--- config.mk ---
export PLATFORM = sky130hd
export DESIGN_NAME = cam_cfg_top
export DESIGN_NICKNAME = d
export VERILOG_FILES = /design/src/hw/cam_cfg_pkg.sv /design/src/hw/cam_cfg_rom.sv /design/src/hw/cam_cfg_seq.sv /design/src/hw/cmd_fifo.sv /design/src/hw/sccb_master.sv /design/src/hw/cam_cfg_top.sv
export SDC_FILE = /design/constraint.sdc
export NUM_CORES = 1
export LEC_CHECK = 0
export BUFFER_PORTS_ARGS = -buffer_cell sky130_fd_sc_hd__buf_2
export CAP_MARGIN = 10
export CORE_MARGIN = 4
export CORE_UTILIZATION = 40
export DETAILED_ROUTE_END_ITERATION = 10
export GPL_TIMING_DRIVEN = 0
export PLACE_DENSITY = 0.61
export SYNTH_ARGS = -nofsm -noshare
export SYNTH_HDL_FRONTEND = slang
export SYNTH_SLANG_ARGS = --single-unit
--- constraint.sdc ---
create_clock -name i_clk -period 2.7 [get_ports i_clk]
set_input_delay 0.54 -clock i_clk [delete_from_list [all_inputs] [get_ports i_clk]]
set_output_delay 0.54 -clock i_clk [all_outputs]
set_load 0.01 [all_outputs]
--- src/hw/cam_cfg_pkg.sv ---
package cam_cfg_pkg;

    // 7-bit camera device address, write bit appended on the bus
    localparam logic [7:0] CAM_SLAVE_ADDR = 8'h21;

    // register table rom
    localparam int ROM_ADDR_W = 8;
    localparam int ROM_DATA_W = 16;
    // table terminator word
    localparam logic [ROM_DATA_W-1:0] ROM_END_MARK = 16'hFFFF;

    // serial clock timing, cycles per half period
    localparam int SCL_HALF = 4;
    localparam int SCL_CNT_W = $clog2(SCL_HALF);

    // three phases of nine bits each
    // slave addr, register, value
    localparam int SCCB_PHASES = 3;
    localparam int SCCB_PHASE_W = $clog2(SCCB_PHASES);
    // eight data bits plus ack slot
    localparam int SCCB_BITS = 9;
    localparam int SCCB_BIT_W = $clog2(SCCB_BITS);

    // command buffer between sequencer and master
    localparam int FIFO_DEPTH = 4;
    localparam int FIFO_PTR_W = $clog2(FIFO_DEPTH);
    localparam int FIFO_CNT_W = $clog2(FIFO_DEPTH + 1);

    // one sccb write command
    typedef struct packed {
        logic [6:0] addr_slave;
        logic [7:0] addr_reg;
        logic [7:0] wr_data;
    } t_sccb_cmd;

endpackage

--- src/hw/cam_cfg_rom.sv ---
`timescale 1ns/10ps

module cam_cfg_rom (
    input  logic                               i_clk,
    input  logic [cam_cfg_pkg::ROM_ADDR_W-1:0] i_addr,
    output logic [cam_cfg_pkg::ROM_DATA_W-1:0] o_data
);
    import cam_cfg_pkg::*;

    // entries are {register, value}
    // registered output, one cycle from address to data
    always_ff @(posedge i_clk) begin
        case (i_addr)
            // soft reset of all registers
            8'd0:    o_data <= 16'h1280;
            // clock prescaler
            8'd1:    o_data <= 16'h1101;
            // scaling enable
            8'd2:    o_data <= 16'h0C04;
            // pclk divider and manual scaling
            8'd3:    o_data <= 16'h3E19;
            // horizontal scale, test pattern off
            8'd4:    o_data <= 16'h703A;
            // vertical scale
            8'd5:    o_data <= 16'h7135;
            // downsample by two
            8'd6:    o_data <= 16'h7211;
            // dsp clock divider
            8'd7:    o_data <= 16'h73F1;
            // pixel clock delay
            8'd8:    o_data <= 16'hA202;
            // rgb output format
            8'd9:    o_data <= 16'h1204;
            // rgb565, full output range
            8'd10:   o_data <= 16'h40D0;
            // rgb444 off
            8'd11:   o_data <= 16'h8C00;
            // end of table, also anything past it
            default: o_data <= ROM_END_MARK;
        endcase
    end

endmodule

--- src/hw/cam_cfg_seq.sv ---
`timescale 1ns/10ps

module cam_cfg_seq (
    input  logic                               i_clk,
    input  logic                               i_rst,
    input  logic                               i_start,
    output logic [cam_cfg_pkg::ROM_ADDR_W-1:0] o_rom_addr,
    input  logic [cam_cfg_pkg::ROM_DATA_W-1:0] i_rom_data,
    output logic                               o_cmd_valid,
    output cam_cfg_pkg::t_sccb_cmd             o_cmd,
    input  logic                               i_cmd_ready,
    input  logic                               i_bus_idle,
    output logic                               o_busy,
    output logic                               o_done
);
    import cam_cfg_pkg::*;

    typedef enum logic [1:0] {
        ST_IDLE,
        ST_FETCH,
        ST_ISSUE,
        ST_DRAIN
    } t_state;

    t_state state;
    // high for the cycle the rom still latches the new address
    logic   rom_wait;
    logic   rom_ready;
    logic   load_cmd;

    assign rom_ready = (state == ST_FETCH) && !rom_wait;
    // table word turns into a command unless it is the terminator
    assign load_cmd  = rom_ready && (i_rom_data != ROM_END_MARK);
    assign o_busy    = (state != ST_IDLE);

    always_ff @(posedge i_clk) begin
        if (i_rst) begin
            state       <= ST_IDLE;
            rom_wait    <= 1'b0;
            o_rom_addr  <= '0;
            o_cmd_valid <= 1'b0;
            o_done      <= 1'b0;
        end else begin
            o_done <= 1'b0;
            case (state)
                ST_IDLE: begin
                    // start strobe only counts here
                    if (i_start) begin
                        o_rom_addr <= '0;
                        rom_wait   <= 1'b1;
                        state      <= ST_FETCH;
                    end
                end
                ST_FETCH: begin
                    rom_wait <= 1'b0;
                    if (load_cmd) begin
                        o_cmd_valid <= 1'b1;
                        state       <= ST_ISSUE;
                    end else if (rom_ready) begin
                        state <= ST_DRAIN;
                    end
                end
                ST_ISSUE: begin
                    // hold until the fifo takes it, then step the table
                    if (i_cmd_ready) begin
                        o_cmd_valid <= 1'b0;
                        o_rom_addr  <= o_rom_addr + 1'b1;
                        rom_wait    <= 1'b1;
                        state       <= ST_FETCH;
                    end
                end
                ST_DRAIN: begin
                    // wait for fifo empty and master back in idle
                    if (i_bus_idle) begin
                        o_done <= 1'b1;
                        state  <= ST_IDLE;
                    end
                end
                default: state <= ST_IDLE;
            endcase
        end
    end

    // payload captured once per table entry
    always_ff @(posedge i_clk) begin
        if (load_cmd) begin
            o_cmd.addr_slave <= CAM_SLAVE_ADDR[6:0];
            o_cmd.addr_reg   <= i_rom_data[15:8];
            o_cmd.wr_data    <= i_rom_data[7:0];
        end
    end

    // stalled command keeps its valid and payload
    a_cmd_stable: assert property (@(posedge i_clk) disable iff (i_rst)
        o_cmd_valid && !i_cmd_ready |=> o_cmd_valid && $stable(o_cmd));

    // done only once the command stream is finished
    a_done_no_cmd: assert property (@(posedge i_clk) disable iff (i_rst)
        !(o_done && o_cmd_valid));

endmodule

--- src/hw/cmd_fifo.sv ---
`timescale 1ns/10ps

module cmd_fifo #(
    parameter type T_PAYLOAD = logic [7:0]
) (
    input  logic     i_clk,
    input  logic     i_rst,
    input  logic     i_wr_valid,
    input  T_PAYLOAD i_wr_data,
    output logic     o_wr_ready,
    output logic     o_rd_valid,
    output T_PAYLOAD o_rd_data,
    input  logic     i_rd_ready,
    output logic     o_empty
);
    import cam_cfg_pkg::*;

    T_PAYLOAD              mem [FIFO_DEPTH];
    logic [FIFO_PTR_W-1:0] wr_ptr;
    logic [FIFO_PTR_W-1:0] rd_ptr;
    logic [FIFO_CNT_W-1:0] count;
    logic                  wr_en;
    logic                  rd_en;

    // full is the only back-pressure
    assign o_wr_ready = (count != FIFO_CNT_W'(FIFO_DEPTH));
    assign o_empty    = (count == '0);
    assign o_rd_valid = !o_empty;
    // show-ahead read port
    assign o_rd_data  = mem[rd_ptr];

    assign wr_en = i_wr_valid && o_wr_ready;
    assign rd_en = o_rd_valid && i_rd_ready;

    always_ff @(posedge i_clk) begin
        if (wr_en) begin
            mem[wr_ptr] <= i_wr_data;
        end
    end

    always_ff @(posedge i_clk) begin
        if (i_rst) begin
            wr_ptr <= '0;
            rd_ptr <= '0;
            count  <= '0;
        end else begin
            // pointers wrap at depth, need not be a power of two
            if (wr_en) begin
                wr_ptr <= (wr_ptr == FIFO_PTR_W'(FIFO_DEPTH - 1)) ? '0 : wr_ptr + 1'b1;
            end
            if (rd_en) begin
                rd_ptr <= (rd_ptr == FIFO_PTR_W'(FIFO_DEPTH - 1)) ? '0 : rd_ptr + 1'b1;
            end
            case ({wr_en, rd_en})
                2'b10:   count <= count + 1'b1;
                2'b01:   count <= count - 1'b1;
                default: count <= count;
            endcase
        end
    end

    // count never runs past the depth
    a_no_write_full: assert property (@(posedge i_clk) disable iff (i_rst)
        count <= FIFO_CNT_W'(FIFO_DEPTH));

    // empty fifo has both pointers together
    a_no_read_empty: assert property (@(posedge i_clk) disable iff (i_rst)
        count == '0 |-> wr_ptr == rd_ptr);

endmodule

--- src/hw/sccb_master.sv ---
`timescale 1ns/10ps

module sccb_master (
    input  logic                   i_clk,
    input  logic                   i_rst,
    input  logic                   i_cmd_valid,
    input  cam_cfg_pkg::t_sccb_cmd i_cmd,
    output logic                   o_cmd_ready,
    input  logic                   i_clear,
    output logic                   o_idle,
    output logic                   o_nack,
    output logic                   o_scl_oe,
    output logic                   o_sda_oe,
    input  logic                   i_sda
);
    import cam_cfg_pkg::*;

    typedef enum logic [1:0] {
        ST_IDLE,
        ST_START,
        ST_BITS,
        ST_STOP
    } t_state;

    t_state                  state;
    t_sccb_cmd               cmd_q;
    logic [SCL_CNT_W-1:0]    cnt;
    logic [SCCB_BIT_W-1:0]   bit_cnt;
    logic [SCCB_PHASE_W-1:0] phase;
    logic [7:0]              cur_byte;
    logic                    cur_bit;
    logic                    half_end;
    logic                    half_mid;
    logic                    ack_slot;

    // one command at a time, taken only from idle
    assign o_cmd_ready = (state == ST_IDLE);
    assign o_idle      = (state == ST_IDLE);

    assign half_end = (cnt == SCL_CNT_W'(SCL_HALF - 1));
    // data moves mid-low, ack sampled mid-high
    assign half_mid = (cnt == SCL_CNT_W'(SCL_HALF / 2 - 1));
    assign ack_slot = (bit_cnt == SCCB_BIT_W'(SCCB_BITS - 1));

    // byte for the current phase, write bit is zero
    always_comb begin
        case (phase)
            SCCB_PHASE_W'(0): cur_byte = {cmd_q.addr_slave, 1'b0};
            SCCB_PHASE_W'(1): cur_byte = cmd_q.addr_reg;
            default:          cur_byte = cmd_q.wr_data;
        endcase
    end

    // msb first
    assign cur_bit = cur_byte[3'd7 - bit_cnt[2:0]];

    always_ff @(posedge i_clk) begin
        if (i_cmd_valid && o_cmd_ready) begin
            cmd_q <= i_cmd;
        end
    end

    always_ff @(posedge i_clk) begin
        if (i_rst) begin
            state    <= ST_IDLE;
            cnt      <= '0;
            bit_cnt  <= '0;
            phase    <= '0;
            o_scl_oe <= 1'b0;
            o_sda_oe <= 1'b0;
            o_nack   <= 1'b0;
        end else begin
            // sticky until the next accepted start
            if (i_clear) begin
                o_nack <= 1'b0;
            end
            cnt <= (state == ST_IDLE || half_end) ? '0 : cnt + 1'b1;
            case (state)
                ST_IDLE: begin
                    // start condition, sda falls with scl released
                    if (i_cmd_valid) begin
                        o_sda_oe <= 1'b1;
                        state    <= ST_START;
                    end
                end
                ST_START: begin
                    if (half_end) begin
                        o_scl_oe <= 1'b1;
                        bit_cnt  <= '0;
                        phase    <= '0;
                        state    <= ST_BITS;
                    end
                end
                ST_BITS: begin
                    if (o_scl_oe) begin
                        // low half
                        // ack slot releases the line for the camera
                        if (half_mid) begin
                            o_sda_oe <= ack_slot ? 1'b0 : !cur_bit;
                        end
                        if (half_end) begin
                            o_scl_oe <= 1'b0;
                        end
                    end else begin
                        // high half
                        if (half_mid && ack_slot && i_sda) begin
                            o_nack <= 1'b1;
                        end
                        if (half_end) begin
                            o_scl_oe <= 1'b1;
                            if (ack_slot) begin
                                bit_cnt <= '0;
                                if (phase == SCCB_PHASE_W'(SCCB_PHASES - 1)) begin
                                    state <= ST_STOP;
                                end else begin
                                    phase <= phase + 1'b1;
                                end
                            end else begin
                                bit_cnt <= bit_cnt + 1'b1;
                            end
                        end
                    end
                end
                ST_STOP: begin
                    if (o_scl_oe) begin
                        // pull sda low before scl rises
                        if (half_mid) begin
                            o_sda_oe <= 1'b1;
                        end
                        if (half_end) begin
                            o_scl_oe <= 1'b0;
                        end
                    end else begin
                        // stop condition, sda rises while scl high
                        if (half_mid) begin
                            o_sda_oe <= 1'b0;
                        end
                        if (half_end) begin
                            state <= ST_IDLE;
                        end
                    end
                end
                default: state <= ST_IDLE;
            endcase
        end
    end

    // sda steady while scl is high, start and stop excepted
    a_sda_on_scl_low: assert property (@(posedge i_clk) disable iff (i_rst)
        !o_scl_oe && !$past(o_scl_oe) && $changed(o_sda_oe)
        |-> state inside {ST_START, ST_STOP});

endmodule

--- src/hw/cam_cfg_top.sv ---
`timescale 1ns/10ps

module cam_cfg_top (
    input  logic i_clk,
    input  logic i_rst,
    input  logic i_start,
    input  logic i_sda,
    output logic o_scl_oe,
    output logic o_sda_oe,
    output logic o_busy,
    output logic o_done,
    output logic o_nack
);
    import cam_cfg_pkg::*;

    logic [ROM_ADDR_W-1:0] s_rom_addr;
    logic [ROM_DATA_W-1:0] s_rom_data;
    logic                  s_cmd_valid;
    logic                  s_cmd_ready;
    t_sccb_cmd             s_cmd;
    logic                  s_q_valid;
    logic                  s_q_ready;
    t_sccb_cmd             s_q_cmd;
    logic                  s_fifo_empty;
    logic                  s_master_idle;
    logic                  s_bus_idle;
    logic                  s_start_acc;

    // start only counts while not busy, same gate as the sequencer
    assign s_start_acc = i_start && !o_busy;
    // nothing queued and nothing on the wire
    assign s_bus_idle  = s_master_idle && s_fifo_empty;

    cam_cfg_rom inst_cam_cfg_rom (
        .i_clk  (i_clk),
        .i_addr (s_rom_addr),
        .o_data (s_rom_data)
    );

    cam_cfg_seq inst_cam_cfg_seq (
        .i_clk       (i_clk),
        .i_rst       (i_rst),
        .i_start     (i_start),
        .o_rom_addr  (s_rom_addr),
        .i_rom_data  (s_rom_data),
        .o_cmd_valid (s_cmd_valid),
        .o_cmd       (s_cmd),
        .i_cmd_ready (s_cmd_ready),
        .i_bus_idle  (s_bus_idle),
        .o_busy      (o_busy),
        .o_done      (o_done)
    );

    cmd_fifo #(
        .T_PAYLOAD (t_sccb_cmd)
    ) inst_cmd_fifo (
        .i_clk      (i_clk),
        .i_rst      (i_rst),
        .i_wr_valid (s_cmd_valid),
        .i_wr_data  (s_cmd),
        .o_wr_ready (s_cmd_ready),
        .o_rd_valid (s_q_valid),
        .o_rd_data  (s_q_cmd),
        .i_rd_ready (s_q_ready),
        .o_empty    (s_fifo_empty)
    );

    sccb_master inst_sccb_master (
        .i_clk       (i_clk),
        .i_rst       (i_rst),
        .i_cmd_valid (s_q_valid),
        .i_cmd       (s_q_cmd),
        .o_cmd_ready (s_q_ready),
        .i_clear     (s_start_acc),
        .o_idle      (s_master_idle),
        .o_nack      (o_nack),
        .o_scl_oe    (o_scl_oe),
        .o_sda_oe    (o_sda_oe),
        .i_sda       (i_sda)
    );

endmodule

## After elaboration in Yosys (flattened, before gate mapping)

Memory sizes are Yosys's and may differ from the RTL's. A register that Yosys moved wholly into a read port is not among the register bits.
Index checks and enable logic that the tools add are counted.

| storage, ports and cells | value |
|---|---|
| register bits after elaboration | 56 |
| bits in writable memories | 64 |
| memory bits (read-only) | 256 |
| input bits | 4 |
| output and inout bits | 5 |
| word-level logic and storage cells | 164 |
| memories kept | 2 |

| cells by class | value |
|---|---|
| add/subtract/negate cells | 9 |
| magnitude comparators | 1 |
| eq/ne operators | 34 |
| mux-type cells | 61 |
| bitwise gates (word level) | 1 |
| reduce and logical (&&, ||, !) cells | 38 |

Memories:

| name | depth | width | rd ports | clocked after Yosys merged registers in | wr ports | line | text |
|---|---|---|---|---|---|---|---|
| (name not given) | 16 | 16 | 1 | 1 | 0 | cam_cfg_rom.sv:13 | `case (i_addr)` |
| inst_cmd_fifo.mem | 4 | 16 | 1 | 1 | 1 | cmd_fifo.sv:18 | `T_PAYLOAD mem [FIFO_DEPTH];` |

Operator list:

| operator | number |
|---|---|
| $mux W2 | 19 |
| $pmux W8 S2 | 2 |
| $mux W1 | 24 |
| $ne A2 B1 Y1 const B | 11 |
| $eq A2 B2 Y1 const B | 9 |
| $mux W4 | 4 |
| $mux W8 | 2 |
| $ne A16 B16 Y1 const B | 1 |
| $pmux W2 S4 | 2 |
| $eq A2 B1 Y1 const B | 5 |
| $ne A2 B2 Y1 const B | 5 |
| $reduce_bool A2 Y1 | 5 |
| $pmux W1 S3 | 3 |
| $reduce_and A3 Y1 | 3 |
| $reduce_bool A3 Y1 | 3 |
| $add A2 B1 Y2 const B | 4 |
| $add A8 B1 Y8 const B | 1 |
| $logic_and A1 B1 Y1 | 8 |
| $pmux W4 S2 | 1 |
| $reduce_and A4 Y1 | 2 |
| $reduce_and A8 Y1 | 1 |
| $logic_not A2 Y1 | 3 |
| $pmux W3 S2 | 1 |
| $reduce_and A6 Y1 | 1 |
| other kinds (19) | 24 |

## Logic depth before layout (Yosys ltp)

Gate-level depths: netlist (run 1).

| logic depth | value |
|---|---|
| word-level depth | 9 |
| mapped depth | 10 |
| depth with buffers taken out | 10 |

## Cells and area by module

From an unflattened synthesis (run 1), not the netlist that was laid out.

| unflattened totals | value |
|---|---|
| cell total of the unflattened synthesis | 502 |
| area, all modules | 7448.4 um^2 |

Modules (own cells, without submodules):

| module | instances | cells each | area each (um^2) | seq. area each (um^2) |
|---|---|---|---|---|
| cmd_fifo | 1 | 173 | 3809.9 | 2942.8 |
| sccb_master | 1 | 152 | 1736.7 | 950.9 |
| cam_cfg_seq | 1 | 104 | 1218.7 | 740.7 |
| cam_cfg_rom | 1 | 71 | 663.1 | 300.3 |
| cam_cfg_top | 1 | 2 | 20.0 | 0.0 |

## Worst setup path after synthesis (run 1)

No wires, ideal clock.

| timing path | value |
|---|---|
| kind | reg2reg |
| start | register inst_sccb_master.state[0] |
| end | register inst_cmd_fifo.count[2] |
| library setup time | 0.070 ns |
| arrival time | 2.444 ns |
| data required time | 2.630 ns |
| setup slack | 0.186 ns |
| stages on the path, launching flop included | 11 |
| buffers on the path | 0 |
| clock period less this slack | 2.514 ns |
| cell sequence | dfxtp_1 -> inv_1 -> ha_1 -> nand2b_1 -> inv_1 -> ha_1 -> inv_1 -> fa_1 -> xor2_1 -> or3_2 -> a21oi_1 |

| on the way | value |
|---|---|
| word-level cells in the longest chain between the ends | 4 |
| elaborated cells between the ends (all ways) | 6 |
| classes of those cells | eq/ne: 2; mux: 1; reduce/logical: 3 |

RTL lines:

| item | line | text |
|---|---|---|
| from (decl) | sccb_master.sv:25 | `t_state state;` |
| from (signal assigned) | sccb_master.sv:65 | `state <= ST_IDLE;` |
| from (signal assigned) | sccb_master.sv:83 | `state <= ST_START;` |
| from (signal assigned) | sccb_master.sv:91 | `state <= ST_BITS;` |
| $logic_not A2 Y1 (*) | sccb_master.sv:37 | `assign o_cmd_ready = (state == ST_IDLE);` |
| $logic_and A1 B1 Y1 (*) | cmd_fifo.sv:33 | `assign rd_en = o_rd_valid && i_rd_ready;` |
| net inst_cmd_fifo.rd_en | cmd_fifo.sv:23 | `logic rd_en;` |
| $eq A2 B1 Y1 / $eq A2 B2 Y1 (equally long branches) | cmd_fifo.sv:54 | `case ({wr_en, rd_en})` |
| $pmux W3 S2 / $reduce_bool A2 Y1 (equally long branches) | - |  |
| to (signal assigned) | cmd_fifo.sv:55 | `2'b10: count <= count + 1'b1;` |
| to (signal assigned) | cmd_fifo.sv:56 | `2'b01: count <= count - 1'b1;` |
| to (signal assigned) | cmd_fifo.sv:57 | `default: count <= count;` |
| to (decl) | cmd_fifo.sv:21 | `logic [FIFO_CNT_W-1:0] count;` |

Mark *: on every way through the listed nets, which the timed path passes. The rest lies on a longest branch.
A chain may end at the register's enable or synchronous reset.

## Worst setup path after layout (run 1)

| timing path | value |
|---|---|
| start | register inst_cmd_fifo.count[2] |
| end | register inst_cmd_fifo.count[2] |

| on the way | value |
|---|---|
| word-level cells in the longest chain between the ends | 5 |
| elaborated cells between the ends (all ways) | 11 |
| classes of those cells | add/sub: 2; eq/ne: 3; mux: 1; reduce/logical: 5 |

RTL lines:

| item | line | text |
|---|---|---|
| $logic_not A3 Y1 | cmd_fifo.sv:27 | `assign o_empty = (count == '0);` |
| $logic_not A1 Y1 | cmd_fifo.sv:28 | `assign o_rd_valid = !o_empty;` |
| $logic_and A1 B1 Y1 | cmd_fifo.sv:33 |  |
| $eq A2 B1 Y1 / $eq A2 B2 Y1 (equally long branches) | cmd_fifo.sv:54 |  |
| $pmux W3 S2 / $reduce_bool A2 Y1 (equally long branches) | - |  |

Parallel ways exist; a longest one is shown, timed or not.

==> metrics.md, run 1 <==
| Metric | Value |
|---|---|
| Reg power frac | `44.7%` |
| Critical Path AT | `2830 ps` |
| Int Power | `4.46 mW` |
| Crit start category | `register` |
| WP data required | `~3000 ps` |
| Mapped cell area | `0.00568 mm²` |
| CTS Buffer Depth | `2` |
| Worst-Margin Slew | `between 900 and 1000 ps` |
| Routed WL per cell | `15.8 µm` |
| Hold Path Class | `in2reg` |
| Ys flop type | `edfxtp_1` |
| Grt total ovfl | `0` |
| Sw frac | `26.7%` |
| Pwr/cell area | `about 930 mW/mm²` |
| Sink Count | `about 140` |
| H-tree levels | `4` |
| Tot Pwr | `about 6.1 mW` |
| Warnings, synthesis | `0` |
| EDFF count, synth | `90` |
| Post-Layout Cell Count | `~640` |
| TritonCTS clock tree | `done` |
| Overall global routing resource usage | `13.5%` |
| CTS root buffer | `clkbuf_16` |
| Share of post-route cells with drive strength above 1 | `14.0%` |
| Vias in the first global route | `3311` |
| Net count after synthesis | `roughly 460` |
| Post-DR vias/cell | `5.19` |
| Nets | `483` |
| Hold Crit Depth | `3` |
| Clk pin slew, worst setup/hold paths | `60 ps` |
| FF-to-FF setup slack | `200 ps` |
| Endpoints failing setup | `0` |
| Busiest grt layer | `met2` |
| Yosys reg bits | `~140` |
| Die footprint | `~0.016 mm²` |
| Ports | `9` |
| DRT Wirelength | `just over 10 mm` |
| Worst slew margin | `between 30% and 40%` |
| Drt drc | `0` |
| Via count | `3341` |
| GR Layer Usage met1 | `16.7%` |
| Initial antenna violation count | `0` |
| Total of max-cap violations | `0` |
| R2R Path Start | `inst_cmd_fifo.count[2]` |
| M2 GR Usage | `approximately 23%` |
| Final worst path period need | `around 2500 ps` |
| Clock Latency Late Sink | `a little over 400 ps` |
| Ys async rst share | `0%` |
| Global placement routability congestion | `0.904` |
| Worst hold slack | `408 ps` |
| Lkg Pwr | `2.27 nW` |
| FP Rows | `43` |
| Synth Instances | `423` |
| Hold Path Sink | `inst_sccb_master.o_nack` |
| Layout area overhead | `15.0%` |
| Final Hold Vio Count | `0` |
| Power share of the clock group | `between 30 and 40%` |
| Unrepaired setup endpoints after global routing | `no` |
| CTS Buf Count | `17` |
| Maximum vdd drop | `481 µV` |
| CP max FO | `6` |
| Crit Reg-Reg Endpoint | `inst_cmd_fifo.count[2]` |
| FMAX | `around 400 MHz` |
| DR iter-0 viols | `203` |
| Port-buffer cells | `7` |
| Met3 Usage GRT | `3.68%` |
| Pre-antenna DRT Iters | `5` |
| Sequential share of the synthesized area | `64.5%` |
| Max-slew violation count | `0` |
| Largest net degree at the start of global routing | `17` |
| Endpoint class of the critical path | `register` |
| Hold bufs inserted after CTS | `0` |
| Sw Pwr | `1.62 mW` |
| Status | `finished clean` |
| Tcrit/Tclk final | `92.6%` |
| Combinational Power Share | `18.6%` |
| Placed insts | `610` |
| Syn avg cell area | `13.4 µm²` |
| Clk_skew | `7.05 ps` |
| Core area | `0.0139 mm²` |
| Starting Density | `40.9%` |
| Antenna Cells | `0` |
| Netlist cell types | `47` |
| First-pass GRT wire length | `16.9 mm` |
| R2R cell count | `9` |
| HPWL after DPL | `7.04 mm` |
| Min-delay src | `i_sda` |
| Die height | `approximately 130 µm` |
| Critical Setup Path Class | `reg2reg` |
| Die W | `between 100 and 150 µm` |
| Remaining antenna violation count | `0` |
[power by group through the flow]
| stage | registers [mW] | logic (mW) | clock network [mW] |
|---|---|---|---|
| after floorplan | 2.71 | 0.834 | 0 |
| after global placement | 2.76 | 1.05 | 0 |
| after detailed placement | 2.77 | 1.09 | 0 |
| after CTS | 2.73 | 1.11 | 2.27 |
| after global routing | 2.75 | 1.26 | 2.38 |
| final | 2.72 | 1.13 | 2.23 |
[per-stage QoR]
step | setup slack [ps] | setup TNS (ps) | util (%) | cell area [µm²]
6_report | 201 | 0 | 47.1 | 6540
5_1_grt | 45.7 | 0 | 47.1 | 6540
4_1_cts | 32.3 | 0 | 47.0 | 6520
3_5_place_dp | -145 | -145 | 42.8 | 5940
3_3_place_gp | -74.6 | -74.6 | 42.8 | 5940
2_1_floorplan | 186 | 0 | - | 5680
[cell type report]
type	instances	area (µm²)
tap	180	225
multi-input combinational	239	1840
buffer	17	75.1
sequential	138	3660
clock buffer	24	482
inverter	29	113
clock inverter	8	93.8
timing repair buffer	9	50.0
fill	1232	7340
[worst max-delay path by stage]
stage,from,endpoint,slack (ps),cells after the start
after floorplan,inst_sccb_master.state[0],inst_cmd_fifo.count[2],190,10
after global placement,inst_sccb_master.state[0],inst_cmd_fifo.count[2],-70,10
after detailed placement,inst_sccb_master.state[0],inst_cmd_fifo.count[2],-140,10
after CTS,inst_sccb_master.state[0],inst_cmd_fifo.count[2],30,10
after global routing,inst_cmd_fifo.count[2],inst_cmd_fifo.count[2],50,9
final,inst_cmd_fifo.count[2],inst_cmd_fifo.count[2],200,9
[cell usage in the layout (no fill, tap or decap), types with 3 or more instances in the layout]
cell	instances
nor4_1	11
a22oi_1	3
nand2_1	25
a21o_1	4
clkbuf_1	17
a221oi_1	4
nor2b_1	4
inv_1	27
o21ai_0	20
a211oi_1	4
nand4_1	6
o311ai_0	3
clkbuf_16	17
mux4_2	15
clkbuf_8	3
nand3_1	5
nor3_1	8
clkinv_2	5
edfxtp_1	90
ha_1	27
and2_1	6
mux2_2	3
xnor2_1	4
nor2_1	33
dfxtp_1	48
buf_2	10
mux2i_1	4
a21oi_1	20
o22ai_1	3
nand2b_1	3
xor2_1	3
[per-layer routing]
metal	vias up	part of all wire [%]
met1	1654	44
li1	1627	-
met2	50	52
met4	0	1.1
met3	10	3.3
met5	-	0
[synth_stat cells, drive strengths merged, types with 5 or more instances]
| cell | instances | area, µm² |
|---|---|---|
| edfxtp | 90 | 2700 |
| dfxtp | 48 | 961 |
| nor2 | 33 | 124 |
| inv | 28 | 105 |
| ha | 27 | 338 |
| nand2 | 25 | 93.8 |
| a21oi | 20 | 100 |
| o21ai | 20 | 100 |
| mux4 | 15 | 338 |
| clkbuf | 13 | 48.8 |
| nor4 | 11 | 68.8 |
| nor3 | 8 | 40.0 |
| and2 | 6 | 37.5 |
| nand4 | 6 | 37.5 |
| nand3 | 5 | 25.0 |
[registers in the layout, indices dropped and copies added, names as in the netlist]
register and flops:
inst_cam_cfg_rom.o_data 15, inst_cam_cfg_seq.o_cmd 15, inst_cam_cfg_seq.o_cmd_valid 1, inst_cam_cfg_seq.o_done 1, inst_cam_cfg_seq.o_rom_addr 8, inst_cam_cfg_seq.rom_wait 1, inst_cam_cfg_seq.state 2, inst_cmd_fifo.count 3
inst_cmd_fifo.mem 60, inst_cmd_fifo.rd_ptr 2, inst_cmd_fifo.wr_ptr 2, inst_sccb_master.bit_cnt 4, inst_sccb_master.cmd_q 15, inst_sccb_master.cnt 2, inst_sccb_master.o_nack 1, inst_sccb_master.o_scl_oe 1
inst_sccb_master.o_sda_oe 1, inst_sccb_master.phase 2, inst_sccb_master.state 2
[cell families after synthesis]
kind of cell | share of synthesized area (%)
flops | 64.5
simple gates | 9.38
compound gates | 8.30
buf+inv | 3.24
fa+ha+maj | 6.30
mux | 7.24
xor+xnor | 1.08
[critical path: stages (launching register included)]
cell and delay [ps]:
dfxtp_1 360, nor3b_2 320, and2b_2 290, inv_1 120
ha_1 190, inv_1 60, fa_1 370, xor2_1 160
or3_2 410, a21oi_1 140
[what timing repair did]
action / CTS / global route
setup endpoints to repair: 1 / 1
resized for setup: 1 / 0
buffers inserted: 0 / 1
Power figures use the tool's default switching activity.
==> inputs of run 2 (changes only) <==
Settings changed: CAP_MARGIN 10 to 30, GPL_TIMING_DRIVEN 0 to default.
==> metrics.md, run 2 (synthesized netlist as in run 1, its figures left out) <==
| Metric | Value |
|---|---|
| FF-to-FF setup slack | `270 ps` |
| Layout area overhead | `15.4%` |
| Post_cts resized | `0` |
| Final Hold Vio Count | `0` |
| Stages on worst setup path | `9` |
| Min-delay src | `i_sda` |
| Critical Path AT | `around 2800 ps` |
| Endpoints failing setup | `0` |
| DR iter-0 viols | `186` |
| Max reg flops | `60` |
| Worst-Margin Slew | `832 ps` |
| Top cell family by delay on the critical path | `simple AND/OR/NAND/NOR gates` |
| Crit Reg-Reg Endpoint | `inst_cmd_fifo.count[2]` |
| Pre-antenna DRT Iters | `4` |
| Final worst path period need | `2430 ps` |
| Pre-CTS setup slack | `285 ps` |
| Vias in the first global route | `3424` |
| Die footprint | `0.0162 mm²` |
| Placed insts | `604` |
| Hold Path Sink | `inst_sccb_master.o_nack` |
| Pwr/cell area | `~950 mW/mm²` |
| Worst hold slack | `423 ps` |
| Hold bufs inserted after CTS | `0` |
| Tcrit/Tclk final | `roughly nine tenths` |
| Final core utilization | `47.2%` |
| Core area | `roughly 0.014 mm²` |
| Status | `finished clean` |
| Post-Layout Cell Count | `about 640` |
| Setup TNS Final | `0 ps` |
| TritonCTS clock tree | `done` |
| Commonest non-fill, non-tap cell in the layout | `edfxtp_1` |
| Overall global routing resource usage | `13.2%` |
| Clock Latency Late Sink | `between 400 and 500 ps` |
| Die height | `~130 µm` |
| CP startpoint | `inst_cmd_fifo.count[2]` |
| Total of max-cap violations | `0` |
| DRT Wirelength | `9.84 mm` |
| Starting Density | `40.9%` |
| Hold Path Class | `in2reg` |
| Crit start category | `register` |
| Final worst slack | `274 ps` |
| Top reg by flops | `inst_cmd_fifo.mem` |
| First-pass GRT wire length | `16.5 mm` |
| Post-CTS setup buffers | `0` |
| Initial antenna violation count | `0` |
| Ports | `9` |
| # fillers | `1221` |
| Largest net degree at the start of global routing | `26` |
| FP Rows | `43` |
| Hold Crit Depth | `3` |
| Remaining antenna violation count | `0` |
| Unrepaired setup endpoints after global routing | `no` |
| Worst slew margin | `44.5%` |
| Maximum vdd drop | `429 µV` |
| CTS root buffer | `clkbuf_16` |
| Antenna Cells | `0` |
| Die W | `127 µm` |
| CTS Buffer Depth | `2` |
| CP cell instances | `nor3b_2 > and2b_2 > inv_1 > ha_1 > inv_1 > fa_1 > xor2_1 > or3_2 > a21oi_1` |
| Drt drc | `0` |
| Nets | `475` |
| Lkg Pwr | `2.30 nW` |
| Critical Setup Path Class | `reg2reg` |
| Endpoint class of the critical path | `register` |
| Crit-path max cell delay | `400 ps` |
| Fin area | `0.00656 mm²` |
| FMAX | `412 MHz` |
| HPWL after DPL | `6.72 mm` |
| Placed cell area | `between 0.005 and 0.006 mm²` |
| Max-slew violation count | `0` |
| Routed WL per cell | `15.5 µm` |
| Grt total ovfl | `0` |
| H-tree levels | `4` |
| R2R cell count | `9` |
| CTS Buf Count | `17` |
| Slowest CP cell | `or3_2` |
| Tot Pwr | `6.20 mW` |
| Port-buffer cells | `8` |
| Sink Count | `around 140` |
| Via count | `3291` |
| WP data required | `3040 ps` |
| CP max FO | `6` |
| Most frequent cells in the layout | `90 x edfxtp_1, 48 x dfxtp_1, 33 x nor2_1` |
| Most frequent CP cell | `inv_1` |
| Share of post-route cells with drive strength above 1 | `15.4%` |
| Clk_skew | `9.53 ps` |
| R2R Path Start | `inst_cmd_fifo.count[2]` |
| Worst path bufs/invs | `2` |
| Global placement routability congestion | `between 0.8 and 0.9` |
| Clk pin slew, worst setup/hold paths | `60 ps` |
| Post-DR vias/cell | `about 5.2` |
==> run 2: changes by cell type in the layout (fill, tap and decap cells not counted), moves of 2 or more <==
cell       previous run  this run
buf_2                10         8
clkbuf_8              3         0
clkbuf_1             17         2
bufinv_16             2         4
buf_4                 2        10
==> run 2: area by class of cell <==
type,instances,area [µm²],area share (%)
multi-input combinational,239,1840,28.0
clock buffer,19,433,6.60
tap,180,225,3.43
sequential,138,3660,55.9
clock inverter,13,176,2.69
timing repair buffer,18,115,1.76
inverter,29,109,1.66
==> run 2: worst max path at each step <==
stage	endpoint
2_1_floorplan	inst_cmd_fifo.count[2]
3_3_place_gp	inst_cmd_fifo.count[2]
3_5_place_dp	inst_cmd_fifo.count[2]
4_1_cts	inst_cmd_fifo.count[2]
5_1_grt	inst_cmd_fifo.count[2]
6_report	inst_cmd_fifo.count[2]
==> run 2: routing by layer <==
metal,global-route usage (%),wire length (µm)
met3,3.72,330
met4,5.99,222
met5,0,0
met2,21.9,4830
met1,16.1,4450
==> run 2: worst reg2reg max path, stage by stage, from the launching register on <==
cell,delay (ps)
dfxtp_1,360
nor3b_2,260
and2b_2,290
inv_1,120
ha_1,200
inv_1,60
fa_1,370
xor2_1,160
or3_2,400
a21oi_1,140
==> run 2: power breakdown <==
part           leakage (nW)  total [mW]  switching, mW  internal, mW
registers              1.20        2.74          0.162          2.58
clock network         0.294        2.37          0.829          1.54
logic                 0.800        1.09          0.643         0.451
total                  2.30        6.20           1.63          4.56
==> inputs of run 3 (changes only) <==
==> constraint.sdc (replaced) <==
create_clock -name i_clk -period 2.7 [get_ports i_clk]
set_input_delay 0.27 -clock i_clk [delete_from_list [all_inputs] [get_ports i_clk]]
set_output_delay 0.27 -clock i_clk [all_outputs]
set_load 0.01 [all_outputs]
==> metrics.md, run 3 (synthesized netlist as in run 1, its figures left out) <==
| Metric | Value |
|---|---|
| Top reg by flops | `inst_cmd_fifo.mem` |
| FMAX | `409 MHz` |
| Clock Latency Late Sink | `approximately 410 ps` |
| Core area | `0.0139 mm²` |
| Setup TNS Final | `0 ps` |
| HPWL after DPL | `between 6 and 7 mm` |
| Via count | `~3300` |
| DR iter-0 viols | `about 270` |
| Critical Setup Path Class | `reg2reg` |
| DRT Wirelength | `9.88 mm` |
| Pwr/cell area | `943 mW/mm²` |
| Sink Count | `138` |
| Initial antenna violation count | `0` |
| Vias in the first global route | `3260` |
| Status | `finished clean` |
| Pre-CTS setup slack | `~280 ps` |
| Most frequent cells in the layout | `90 x edfxtp_1, 48 x dfxtp_1, 33 x nor2_1` |
| Nets | `about 480` |
| Largest net degree at the start of global routing | `27` |
| Tot Pwr | `6.18 mW` |
| Overall global routing resource usage | `between 10% and 20%` |
| Grt total ovfl | `0` |
| CTS root buffer | `clkbuf_16` |
| Hold bufs inserted after CTS | `0` |
| H-tree levels | `4` |
| Hold Path Class | `in2reg` |
| Die height | `127 µm` |
| Starting Density | `40.9%` |
| Endpoint class of the critical path | `register` |
| Placed cell area | `just under 0.006 mm²` |
| Post-DR vias/cell | `5.18` |
| Port-buffer cells | `8` |
| Worst slew margin | `44.3%` |
| Post-CTS setup buffers | `0` |
| CTS Buffer Depth | `2` |
| Post_cts resized | `0` |
| Remaining antenna violation count | `0` |
| Share of post-route cells with drive strength above 1 | `15.4%` |
| WP data required | `3040 ps` |
| FP Rows | `43` |
| Lkg Pwr | `around 2.3 nW` |
| Die footprint | `0.0162 mm²` |
| Unrepaired setup endpoints after global routing | `no` |
| Final worst path period need | `2440 ps` |
| Ports | `9` |
| Pre-antenna DRT Iters | `4` |
| Busiest grt layer | `met2` |
| CTS Buf Count | `17` |
| Die W | `127 µm` |
| Final Hold Vio Count | `0` |
| M2 GR Usage | `between 20% and 30%` |
| Worst-Margin Slew | `834 ps` |
| GR Layer Usage met1 | `between 10% and 20%` |
| Drt drc | `0` |
| First-pass GRT wire length | `16.3 mm` |
| Maximum vdd drop | `roughly 440 µV` |
| Clk_skew | `13.6 ps` |
| Final worst slack | `roughly 260 ps` |
| Commonest non-fill, non-tap cell in the layout | `edfxtp_1` |
| Max reg flops | `60` |
| Max-slew violation count | `0` |
| Antenna Cells | `0` |
| Routed WL per cell | `15.6 µm` |
| Fin area | `approximately 0.0066 mm²` |
| Layout area overhead | `15.3%` |
| Met3 Usage GRT | `under 10%` |
| Global placement routability congestion | `between 0.8 and 0.9` |
| TritonCTS clock tree | `done` |
| Crit start category | `register` |
| Endpoints failing setup | `0` |
| CP max FO | `6` |
| Tcrit/Tclk final | `between 90% and 100%` |
| Critical Path AT | `2780 ps` |
| Clk pin slew, worst setup/hold paths | `60 ps` |
| Total of max-cap violations | `0` |
==> run 3: metal layers <==
layer  wire (µm)  share of wire [%]
met3         295                3.0
met2        4820                 49
met4         117                1.2
met1        4640                 47
met5           0                  0
==> run 3: final timing paths <==
| check | to | slack [ps] | depth (start not counted) | start |
|---|---|---|---|---|
| hold reg to reg | inst_cam_cfg_seq.o_cmd[12] | 430 | 0 | inst_cam_cfg_rom.o_data[12] |
| setup / recovery | inst_cmd_fifo.count[2] | 260 | 9 | inst_cmd_fifo.count[2] |
| hold / removal | inst_sccb_master.o_nack | 140 | 3 | i_sda |
| setup reg to reg | inst_cmd_fifo.count[2] | 260 | 9 | inst_cmd_fifo.count[2] |
==> run 3: report_power, final <==
group / leakage (nW) / total, mW / internal, mW / switching, mW
Combinational: 0.800 / 1.09 / 0.447 / 0.642
Clock: 0.293 / 2.35 / 1.53 / 0.824
Sequential: 1.20 / 2.74 / 2.58 / 0.164
==> run 3: area by class of cell <==
class / count / area [µm²]
Clock buffer: 17 / 425
Tap cell: 180 / 225
Inverter: 29 / 109
Fill cell: 1202 / 7330
Clock inverter: 14 / 180
Timing Repair Buffer: 18 / 115
Multi-Input combinational cell: 239 / 1840
Sequential cell: 138 / 3660
==> run 3: worst max-delay path: stages, from the launching register on <==
cell     delay, ps
dfxtp_1        360
nor3b_2        280
and2b_2        290
inv_1          120
ha_1           190
inv_1           60
fa_1           370
xor2_1         150
or3_2          410
a21oi_1        140
==> run 3: per-stage QoR <==
| stage | utilization, % | cells | hold slack [ps] |
|---|---|---|---|
| 2_1_floorplan | - | 423 | 408 |
| 3_3_place_gp | 42.9 | 604 | 416 |
| 3_5_place_dp | 42.9 | 604 | 416 |
| 4_1_cts | 47.2 | 635 | 129 |
| 5_1_grt | 47.2 | 635 | 141 |
| 6_report | 47.2 | 635 | 141 |
